===== src/hw/dma_config.svh =====
// widths, channel count and APB register offsets of the DMA register block
`ifndef DMA_CONFIG_SVH
`define DMA_CONFIG_SVH

`define DMA_CHANNELS 4
`define DMA_WORD_W 16
`define DMA_BYTE_W 8
`define DMA_PADDR_W 4

// offsets 0 to 7 hold channel n address at 2n and count at 2n+1
`define DMA_OFS_STATUS 8
`define DMA_OFS_SINGLE_MASK 10
`define DMA_OFS_MODE 11
`define DMA_OFS_CLEAR_FF 12
`define DMA_OFS_MASTER_CLEAR 13
`define DMA_OFS_CLEAR_MASK 14
`define DMA_OFS_ALL_MASK 15

`endif


===== src/hw/dmaPkg.sv =====
// channel index, word, byte, mode and register select types of the DMA register block
`include "dma_config.svh"

package dmaPkg;

        typedef logic [$clog2(`DMA_CHANNELS)-1:0] chanIdx;
        typedef logic [`DMA_WORD_W-1:0] dmaWord;
        typedef logic [`DMA_BYTE_W-1:0] dmaByte;

        // mode bits 4 and 5 of an 8237 mode write
        typedef struct packed {
                logic autoInit;
                logic decrement;
        } modeBits;

        // register or command addressed by one APB access
        typedef enum logic [3:0] {
                selNone,
                selAddr,
                selCount,
                selStatus,
                selMode,
                selSingleMask,
                selAllMask,
                selClearFf,
                selMasterClear,
                selClearMask
        } regSel;

endpackage


===== src/hw/dmaIfs.sv =====
// register access interface and transfer step interface with their modports
`timescale 1ns/1ps
`include "dma_config.svh"

interface regAccessIf;
        logic cmdValid;
        logic cmdWrite;
        logic [3:0] sel;
        logic [$clog2(`DMA_CHANNELS)-1:0] chan;
        logic [`DMA_BYTE_W-1:0] wData;
        logic [`DMA_BYTE_W-1:0] rData;

        modport source (output cmdValid, cmdWrite, sel, chan, wData, input rData);
        modport sink (input cmdValid, cmdWrite, sel, chan, wData, output rData);
endinterface

interface stepIf;
        // read side, one channel looked up per cycle
        logic [$clog2(`DMA_CHANNELS)-1:0] rdChan;
        logic [`DMA_WORD_W-1:0] curAddr;
        logic [`DMA_WORD_W-1:0] curCount;
        logic [`DMA_WORD_W-1:0] baseAddr;
        logic [`DMA_WORD_W-1:0] baseCount;
        logic [1:0] mode;
        logic masked;
        // write-back side
        logic wbValid;
        logic [$clog2(`DMA_CHANNELS)-1:0] wbChan;
        logic [`DMA_WORD_W-1:0] newAddr;
        logic [`DMA_WORD_W-1:0] newCount;
        logic wbTc;
        logic wbMaskSet;

        modport engine (output rdChan, wbValid, wbChan, newAddr, newCount, wbTc, wbMaskSet,
                        input curAddr, curCount, baseAddr, baseCount, mode, masked);
        modport regs (input rdChan, wbValid, wbChan, newAddr, newCount, wbTc, wbMaskSet,
                      output curAddr, curCount, baseAddr, baseCount, mode, masked);
endinterface


===== src/hw/apbRegDecode.sv =====
// APB slave stage that turns each access into a register command and returns read data
`timescale 1ns/1ps
`include "dma_config.svh"

module apbRegDecode (
        input  logic                     dma_if,
        input  logic                     reset,
        input  logic                     pSel,
        input  logic                     pEnable,
        input  logic                     pWrite,
        input  logic [`DMA_PADDR_W-1:0]  pAddr,
        input  dmaPkg::dmaByte           pWdata,
        output dmaPkg::dmaByte           pRdata,
        output logic                     pReady,
        output logic                     pSlverr,
        regAccessIf.source               acc
);
        dmaPkg::regSel decSel;
        logic accessPhase;
        logic badAccess;

        // map the offset onto the 8237 register layout
        always_comb
        begin
                decSel = dmaPkg::selNone;
                if (pAddr < `DMA_OFS_STATUS)
                        decSel = pAddr[0] ? dmaPkg::selCount : dmaPkg::selAddr;
                else
                begin
                        case (pAddr)
                                `DMA_OFS_STATUS:       decSel = dmaPkg::selStatus;
                                `DMA_OFS_SINGLE_MASK:  decSel = dmaPkg::selSingleMask;
                                `DMA_OFS_MODE:         decSel = dmaPkg::selMode;
                                `DMA_OFS_CLEAR_FF:     decSel = dmaPkg::selClearFf;
                                `DMA_OFS_MASTER_CLEAR: decSel = dmaPkg::selMasterClear;
                                `DMA_OFS_CLEAR_MASK:   decSel = dmaPkg::selClearMask;
                                `DMA_OFS_ALL_MASK:     decSel = dmaPkg::selAllMask;
                                default:               decSel = dmaPkg::selNone;
                        endcase
                end
        end

        // status is read only, offset 9 is a hole
        assign badAccess = (decSel == dmaPkg::selNone) || (decSel == dmaPkg::selStatus && pWrite);
        assign accessPhase = pSel && pEnable;

        assign acc.sel = decSel;
        assign acc.chan = pAddr[$clog2(`DMA_CHANNELS):1];
        assign acc.wData = pWdata;
        assign acc.cmdWrite = pWrite;
        assign acc.cmdValid = accessPhase && !badAccess;

        // no wait states
        assign pReady = accessPhase;
        assign pSlverr = accessPhase && badAccess;

        // read byte is taken at the end of setup and held through the access phase
        always_ff @(posedge dma_if)
        begin
                if (pSel && !pEnable)
                        pRdata <= acc.rData;
        end

        apbSetupFirst: assert property (@(posedge dma_if) disable iff (reset)
                $rose(pEnable) |-> $past(pSel && !pEnable));

endmodule


===== src/hw/channelRegFile.sv =====
// per-channel address and count registers, mode, mask, TC flags, byte flip-flop and commands
`timescale 1ns/1ps
`include "dma_config.svh"

module channelRegFile (
        input  logic       dma_if,
        input  logic       reset,
        regAccessIf.sink   acc,
        stepIf.regs        step
);
        dmaPkg::dmaWord baseAddr [`DMA_CHANNELS];
        dmaPkg::dmaWord curAddr [`DMA_CHANNELS];
        dmaPkg::dmaWord baseCount [`DMA_CHANNELS];
        dmaPkg::dmaWord curCount [`DMA_CHANNELS];
        dmaPkg::modeBits mode [`DMA_CHANNELS];
        logic [`DMA_CHANNELS-1:0] mask;
        logic [`DMA_CHANNELS-1:0] tcFlag;
        logic byteFf;
        logic masterClear;
        dmaPkg::chanIdx dataChan;

        function automatic dmaPkg::dmaByte pickByte(input dmaPkg::dmaWord w, input logic hi);
                return hi ? w[`DMA_WORD_W-1:`DMA_BYTE_W] : w[`DMA_BYTE_W-1:0];
        endfunction

        function automatic dmaPkg::dmaWord putByte(input dmaPkg::dmaWord w,
                                                   input dmaPkg::dmaByte b, input logic hi);
                dmaPkg::dmaWord r;
                r = w;
                if (hi)
                        r[`DMA_WORD_W-1:`DMA_BYTE_W] = b;
                else
                        r[`DMA_BYTE_W-1:0] = b;
                return r;
        endfunction

        // mode and single mask writes carry the channel in data bits 1:0
        assign dataChan = acc.wData[1:0];
        assign masterClear = acc.cmdValid && acc.cmdWrite && !step.wbValid
                             && acc.sel == dmaPkg::selMasterClear;

        always_ff @(posedge dma_if)
        begin
                if (reset || masterClear)
                begin
                        for (int i = 0; i < `DMA_CHANNELS; i++)
                        begin
                                baseAddr[i] <= '0;
                                curAddr[i] <= '0;
                                baseCount[i] <= '0;
                                curCount[i] <= '0;
                                mode[i] <= '0;
                        end
                        // master clear leaves every channel masked, as on the 8237
                        mask <= reset ? '0 : '1;
                        tcFlag <= '0;
                        byteFf <= 1'b0;
                end
                else if (step.wbValid)
                begin
                        curAddr[step.wbChan] <= step.newAddr;
                        curCount[step.wbChan] <= step.newCount;
                        if (step.wbTc)
                                tcFlag[step.wbChan] <= 1'b1;
                        if (step.wbMaskSet)
                                mask[step.wbChan] <= 1'b1;
                end
                else if (acc.cmdValid)
                begin
                        case (acc.sel)
                                dmaPkg::selAddr, dmaPkg::selCount:
                                begin
                                        byteFf <= !byteFf;
                                        if (acc.cmdWrite && acc.sel == dmaPkg::selAddr)
                                        begin
                                                baseAddr[acc.chan] <= putByte(baseAddr[acc.chan],
                                                                              acc.wData, byteFf);
                                                curAddr[acc.chan] <= putByte(curAddr[acc.chan],
                                                                             acc.wData, byteFf);
                                        end
                                        else if (acc.cmdWrite)
                                        begin
                                                baseCount[acc.chan] <= putByte(baseCount[acc.chan],
                                                                               acc.wData, byteFf);
                                                curCount[acc.chan] <= putByte(curCount[acc.chan],
                                                                              acc.wData, byteFf);
                                        end
                                end
                                // read clears the TC flags
                                dmaPkg::selStatus: tcFlag <= '0;
                                dmaPkg::selMode:
                                        if (acc.cmdWrite)
                                                mode[dataChan] <= '{autoInit: acc.wData[4],
                                                                    decrement: acc.wData[5]};
                                dmaPkg::selSingleMask:
                                        if (acc.cmdWrite)
                                                mask[dataChan] <= acc.wData[2];
                                dmaPkg::selAllMask:
                                        if (acc.cmdWrite)
                                                mask <= acc.wData[`DMA_CHANNELS-1:0];
                                dmaPkg::selClearFf:
                                        if (acc.cmdWrite)
                                                byteFf <= 1'b0;
                                dmaPkg::selClearMask:
                                        if (acc.cmdWrite)
                                                mask <= '0;
                                default: ;
                        endcase
                end
        end

        // read byte for the APB stage, status bits 7:4 read as zero
        always_comb
        begin
                case (acc.sel)
                        dmaPkg::selAddr:   acc.rData = pickByte(curAddr[acc.chan], byteFf);
                        dmaPkg::selCount:  acc.rData = pickByte(curCount[acc.chan], byteFf);
                        dmaPkg::selStatus: acc.rData = dmaPkg::dmaByte'(tcFlag);
                        default:           acc.rData = '0;
                endcase
        end

        assign step.curAddr = curAddr[step.rdChan];
        assign step.curCount = curCount[step.rdChan];
        assign step.baseAddr = baseAddr[step.rdChan];
        assign step.baseCount = baseCount[step.rdChan];
        assign step.mode = mode[step.rdChan];
        assign step.masked = mask[step.rdChan];

        noApbDuringWriteBack: assert property (@(posedge dma_if) disable iff (reset)
                !(acc.cmdValid && step.wbValid));

endmodule


===== src/hw/transferStep.sv =====
// two-stage pipeline that advances one channel address and count per accepted step
`timescale 1ns/1ps
`include "dma_config.svh"

module transferStep (
        input  logic            dma_if,
        input  logic            reset,
        input  logic            stepValid,
        input  dmaPkg::chanIdx  stepChannel,
        input  logic            pSel,
        input  logic            pEnable,
        output logic            stepReady,
        output logic            stepDone,
        output logic            stepTc,
        output dmaPkg::dmaWord  stepAddr,
        stepIf.engine           step
);
        logic s1Valid;
        dmaPkg::chanIdx s1Chan;
        logic s2Valid;
        dmaPkg::chanIdx s2Chan;
        dmaPkg::dmaWord s2OldAddr;
        dmaPkg::dmaWord s2NewAddr;
        dmaPkg::dmaWord s2NewCount;
        logic s2Tc;
        logic s2MaskSet;
        logic s2Write;
        logic accepted;
        logic atTc;
        dmaPkg::modeBits chanMode;
        dmaPkg::dmaWord nextAddr;

        assign stepReady = !s1Valid && !s2Valid && !(pSel && pEnable);
        assign accepted = stepValid && stepReady;

        // stage 1 looks at the registers of the sampled channel
        assign step.rdChan = s1Chan;
        assign chanMode = step.mode;
        assign atTc = (step.curCount == '0);
        assign nextAddr = chanMode.decrement ? step.curAddr - 1'b1 : step.curAddr + 1'b1;

        always_ff @(posedge dma_if)
        begin
                if (reset)
                begin
                        s1Valid <= 1'b0;
                        s2Valid <= 1'b0;
                end
                else
                begin
                        s1Valid <= accepted;
                        s2Valid <= s1Valid;
                end
        end

        always_ff @(posedge dma_if)
        begin
                if (accepted)
                        s1Chan <= stepChannel;
                s2Chan <= s1Chan;
                s2OldAddr <= step.curAddr;
                s2Write <= !step.masked;
                s2Tc <= !step.masked && atTc;
                s2MaskSet <= atTc && !chanMode.autoInit;
                // autoinitialize reloads on TC, otherwise count wraps to all ones
                if (atTc && chanMode.autoInit)
                begin
                        s2NewAddr <= step.baseAddr;
                        s2NewCount <= step.baseCount;
                end
                else
                begin
                        s2NewAddr <= nextAddr;
                        s2NewCount <= step.curCount - 1'b1;
                end
        end

        // stage 2 writes back and reports
        assign step.wbValid = s2Valid && s2Write;
        assign step.wbChan = s2Chan;
        assign step.newAddr = s2NewAddr;
        assign step.newCount = s2NewCount;
        assign step.wbTc = s2Tc;
        assign step.wbMaskSet = s2MaskSet;

        assign stepDone = s2Valid;
        assign stepTc = s2Valid && s2Tc;
        assign stepAddr = s2OldAddr;

        // the registers sampled in stage 1 must stay untouched by APB until write-back
        noApbWhileStepping: assert property (@(posedge dma_if) disable iff (reset)
                (s1Valid || s2Valid) |-> !(pSel && pEnable));

endmodule


===== src/hw/dmaRegisters.sv =====
// top level of the DMA register block, APB decode, channel registers and step pipeline
`timescale 1ns/1ps
`include "dma_config.svh"

module dmaRegisters (
        input  logic                     dma_if,
        input  logic                     reset,
        input  logic                     pSel,
        input  logic                     pEnable,
        input  logic                     pWrite,
        input  logic [`DMA_PADDR_W-1:0]  pAddr,
        input  dmaPkg::dmaByte           pWdata,
        output dmaPkg::dmaByte           pRdata,
        output logic                     pReady,
        output logic                     pSlverr,
        input  logic                     stepValid,
        input  dmaPkg::chanIdx           stepChannel,
        output logic                     stepReady,
        output logic                     stepDone,
        output logic                     stepTc,
        output dmaPkg::dmaWord           stepAddr
);
        regAccessIf accBus ();
        stepIf stepBus ();

        apbRegDecode decode_i (
                .dma_if  (dma_if),
                .reset   (reset),
                .pSel    (pSel),
                .pEnable (pEnable),
                .pWrite  (pWrite),
                .pAddr   (pAddr),
                .pWdata  (pWdata),
                .pRdata  (pRdata),
                .pReady  (pReady),
                .pSlverr (pSlverr),
                .acc     (accBus.source)
        );

        channelRegFile regs_i (
                .dma_if (dma_if),
                .reset  (reset),
                .acc    (accBus.sink),
                .step   (stepBus.regs)
        );

        // the step pipeline stalls while an APB access phase is on the bus
        transferStep step_i (
                .dma_if      (dma_if),
                .reset       (reset),
                .stepValid   (stepValid),
                .stepChannel (stepChannel),
                .pSel        (pSel),
                .pEnable     (pEnable),
                .stepReady   (stepReady),
                .stepDone    (stepDone),
                .stepTc      (stepTc),
                .stepAddr    (stepAddr),
                .step        (stepBus.engine)
        );

endmodule


===== config.mk =====
export PLATFORM = sky130hd
export DESIGN_NAME = dmaRegisters
export DESIGN_NICKNAME = d
export VERILOG_FILES = /design/src/hw/dmaPkg.sv /design/src/hw/dmaIfs.sv /design/src/hw/apbRegDecode.sv /design/src/hw/channelRegFile.sv /design/src/hw/transferStep.sv /design/src/hw/dmaRegisters.sv
export VERILOG_INCLUDE_DIRS = /design/src /design/src/hw
export SDC_FILE = /design/constraint.sdc
export NUM_CORES = 1
export LEC_CHECK = 0
export ABC_AREA = 1
export BUFFER_PORTS_ARGS = -buffer_cell sky130_fd_sc_hd__buf_2
export CAP_MARGIN = 20
export CORE_UTILIZATION = 45
export DETAILED_ROUTE_END_ITERATION = 6
export PLACE_DENSITY = 0.71
export SLEW_MARGIN = 30
export SYNTH_ARGS = -nofsm -noshare
export SYNTH_HDL_FRONTEND = slang
export SYNTH_SLANG_ARGS = --single-unit

===== constraint.sdc =====
create_clock -name dma_if -period 3 [get_ports dma_if]
set_clock_uncertainty 0.2 [all_clocks]
set_input_delay 0.45 -clock dma_if [delete_from_list [all_inputs] [get_ports dma_if]]
set_output_delay 0.45 -clock dma_if [all_outputs]
set_load 0.02 [all_outputs]

==> flow_summary_export.csv <==
group,metric,value,unit
status,status,"finished, violations left",
status,failed_checks,"DRC",
sta,slew_headroom,0.5281,
global_routing,grt_pass1_wl,80.45,mm
routing,wl_per_cell,19.55,um
layout,final_cells,2691,
layout,nFillCells,3471,
logic_synthesis,synthDistinctLibCells,43,
sta,finalSetupViolCount,0,
logic_synthesis,synth_nets,2083,
routing,vias,15090,
routing,wl,52.62,mm
sta,fin_tns_setup,0,ns
global_routing,antenna_found_initial,2,
sta,period_needed,2.830,ns
hold_path,hold_path_class,"primary input to flip-flop",
worst_setup_path,crit_buf_inv,4,
logic_synthesis,synth_top_area_share,0.4818,
clock_tree,clock_latency,0.54,ns
die,io_pins,49,
global_routing,overflow,0,
worst_setup_path,worst_r2r_path_depth,17,
layout,drive_above_1_share,0.1263,
routing,drtPass1Iterations,7,
sta,hold_viol_final,0,
worst_setup_path,path_depth,17,
global_routing,grt_max_degree,77,
sta,period_share,0.9434,
logic_synthesis,syn_avg_cell_area,8.468,sq um
worst_setup_path,worst_setup_path_end_kind,"flip-flop",
routing,postRouteAntennaNets,0,
sta,drv_slew,0,
placement,hpwl,36.88,mm
layout,multi_input_area,6593,sq um
logic_synthesis,yosysSeqAreaShare,0.5535,
layout,layout.nets,2187,
logic_synthesis,synth_warnings,0,
layout,area_growth,15.38,%
worst_setup_path,cpLargestDelayFamily,"simple AND/OR/NAND/NOR gates",
die,die_x,198.2,um
clock_tree,cts_buffers,38,
logic_synthesis,ys_seq_elements,340,
die,core,37760,sq um
worst_setup_path,reg2reg_slack,0.17,ns
global_routing,grt_pass1_vias,14340,
power,power.leakage,8.214,nW
worst_setup_path,worst_path_max_delay_cell,"dfxtp_4",
worst_setup_path,startpoint_type,"flip-flop",
clock_tree,cts_tree,"yes",
worst_setup_path,critical_path_arrival,3.06,ns
die,row_count,71,
clock_tree,path_clk_slew,0.06,ns
power,p_per_area,623.4,nW/um^2
die,die_y,198.2,um
logic_synthesis,netlist_top_cells_area,"edfxtp_1 (48%), nand2_1 (11%), nor2_1 (7.8%)",
worst_setup_path,critical-path-max-stage-delay,0.37,ns
power,report.power.total,12.46,mW
sta,fmax,353.3,MHz
worst_setup_path,crit_path_frequent_cell,"nand2_1",
worst_setup_path,worstSetupPathType,"flip-flop to flip-flop",
clock_tree,cts_max_level,2,
power,ir_drop,0.0004777,V
logic_synthesis,syn_inst,2046,
global_routing,grt.total_usage,0.2713,
die,dieArea,39290,sq um
routing,drc,2,
logic_synthesis,syn_area,17330,sq um
worst_setup_path,worstPathCellList,"clkinv_2, buf_12, o21ai_1, o22ai_1, buf_4, ha_1, buf_4, nand2_1, nor2_2, and3_1, nand2_1, nand2_1, nand2_1, nand2_1, nand2_1, nand3_1, nand2_1",
placement,place_inst,2619,
flow_run,drv_cap,0,
routing,via_per_inst,5.608,
placement,place.gp.congestion,0.9661,
clock_tree,post_cts_buffers,0,
placement,port_buffers,48,
clock_tree,cts-root-buf,"clkbuf_16",
logic_synthesis,yosys.area.top_type,"edfxtp_1",
sta,rsz0062_at_grt,"false",
clock_tree,clock-sinks,340,
sta,worst_pin_slew,0.7078,ns
clock_tree,clk_path_buf_depth,3,
routing,initialDrtViolationCount,1814,
worst_setup_path,critical_path.max_fanout,51,
layout,register_area,9594,sq um
worst_setup_path,cp.required,3.23,ns
die,start_util,0.4589,
hold_path,holdPathStages,2,
-- area by class of cell --
class | count | area share
Antenna cell | 2 | 0.0002504
Clock inverter | 24 | 0.007511
Timing Repair Buffer | 166 | 0.06679
Inverter | 168 | 0.03180
Multi-Input combinational cell | 1436 | 0.3298
Tap cell | 511 | 0.03199
Sequential cell | 340 | 0.4800
Clock buffer | 44 | 0.05189
-- layer usage --
metal  part of all wire  track usage  vias up
li1                   -            -     7031
met1               0.42       0.3782     7110
met2               0.44       0.4146      832
met3               0.11      0.05638      118
met4              0.033       0.1019        0
met5                  0            0        -
-- state kept, by name, summed over array words and instances, names as in the netlist, named ones only --
signal and flops:
regs_i.tcFlag 4, step_i.step.rdChan 2, regs_i.baseCount 64, step_i.step.wbTc 1, regs_i.byteFf 1, step_i.stepDone 1
step_i.s2Write 1, step_i.step.newAddr 16, regs_i.curCount 64, regs_i.mode 8, step_i.step.wbChan 2, regs_i.baseAddr 64
regs_i.mask 4, decode_i.pRdata 8, step_i.s1Valid 1, step_i.stepAddr 16, step_i.step.wbMaskSet 1, regs_i.curAddr 64
step_i.step.newCount 16
-- cell usage after synthesis --
master    count
o21ai_1      17
nand3_2      14
nor2_4        1
fa_1          1
nand4_1      15
o32ai_1       3
nor4_1        2
edfxtp_1    278
nor3_1        5
a32o_1        4
nand3_1     141
o22ai_1      46
nor3_2        1
inv_1       163
xor2_1       14
a31oi_1       4
clkinv_2      1
xnor2_1       5
nor2_1      361
ha_1         16
a32oi_1       1
buf_1         4
inv_2         4
o21ai_2       9
buf_6         9
nand2_2      10
nand2_1     529
a21o_1        1
nor2_2        3
o21a_1        1
buf_4        10
and3_1        5
dfxtp_1      62
a21oi_1      36
o211ai_1      2
o21bai_1      6
buf_2        36
clkbuf_1     43
and2_1        1
a41oi_1       1
nand3b_1      1
o21ai_0     179
nor3b_1       1
-- final timing paths --
path                             startpoint                               to
setup reg to reg                  flip-flop  step_i.step.newAddr[15]$_DFF_P_
setup / recovery                  flip-flop  step_i.step.newAddr[15]$_DFF_P_
hold reg to reg   step_i.s1Valid$_SDFF_PP0_       step_i.stepDone$_SDFF_PP0_
hold / removal                        reset        step_i.s1Valid$_SDFF_PP0_
-- worst register-to-register path, cell delays in order, from the launching register on --
cell	delay, ns
dfxtp_4	0.37
clkinv_2	0.14
buf_12	0.23
o21ai_1	0.17
o22ai_1	0.10
buf_4	0.16
ha_1	0.32
buf_4	0.13
nand2_1	0.09
nor2_2	0.13
and3_1	0.15
nand2_1	0.05
nand2_1	0.12
nand2_1	0.09
nand2_1	0.08
nand2_1	0.06
nand3_1	0.06
nand2_1	0.05
-- through the flow --
stage / utilization / setup WS [ns] / hold WS [ns] / instance area, sq um
after CTS: 0.5287 / 0.08324 / 0.01809 / 19960
after global routing: 0.5294 / 0.01018 / 0.03068 / 19990
after global placement: 0.4968 / 0.1240 / 0.2069 / 18760
after detailed placement: 0.4968 / 0.1199 / 0.2137 / 18760
after floorplan: - / 0.04502 / 0.1938 / 17330
final: 0.5294 / 0.1698 / 0.04325 / 19990
-- logic make-up after synthesis --
group | after synthesis | synth area share
xor+xnor | 19 | 0.009605
flops | 340 | 0.5535
simple gates | 1090 | 0.2582
fa+ha+maj | 17 | 0.01271
compound gates | 310 | 0.09879
buf+inv | 270 | 0.06723
-- report_power, final --
part / switching (mW) / total (mW) / internal (mW) / leakage [nW]
combinational: 1.57 / 2.40 / 0.827 / 4.19
clock: 1.90 / 4.46 / 2.56 / 0.592
sequential: 0.143 / 5.60 / 5.45 / 3.43
total: 3.62 / 12.5 / 8.84 / 8.21
-- layout by cell type, fill, tap and decap left out, types with 16 or more instances in the layout --
cell type,count
nand2_1,529
nor2_1,358
edfxtp_1,278
o21ai_0,175
inv_1,162
nand3_1,141
buf_4,99
dfxtp_1,60
buf_2,48
o22ai_1,46
clkbuf_16,41
a21oi_1,36
o21ai_1,20
buf_12,16
-- repair_timing --
| item | in CTS | in global routing |
|---|---|---|
| resized for setup | 0 | 10 |
| hold endpoints to repair | 3 | 0 |
| endpoints found under the setup margin | 0 | 12 |
| hold buffers | 2 | 0 |
Note: power is estimated with default switching activity, not from simulation.
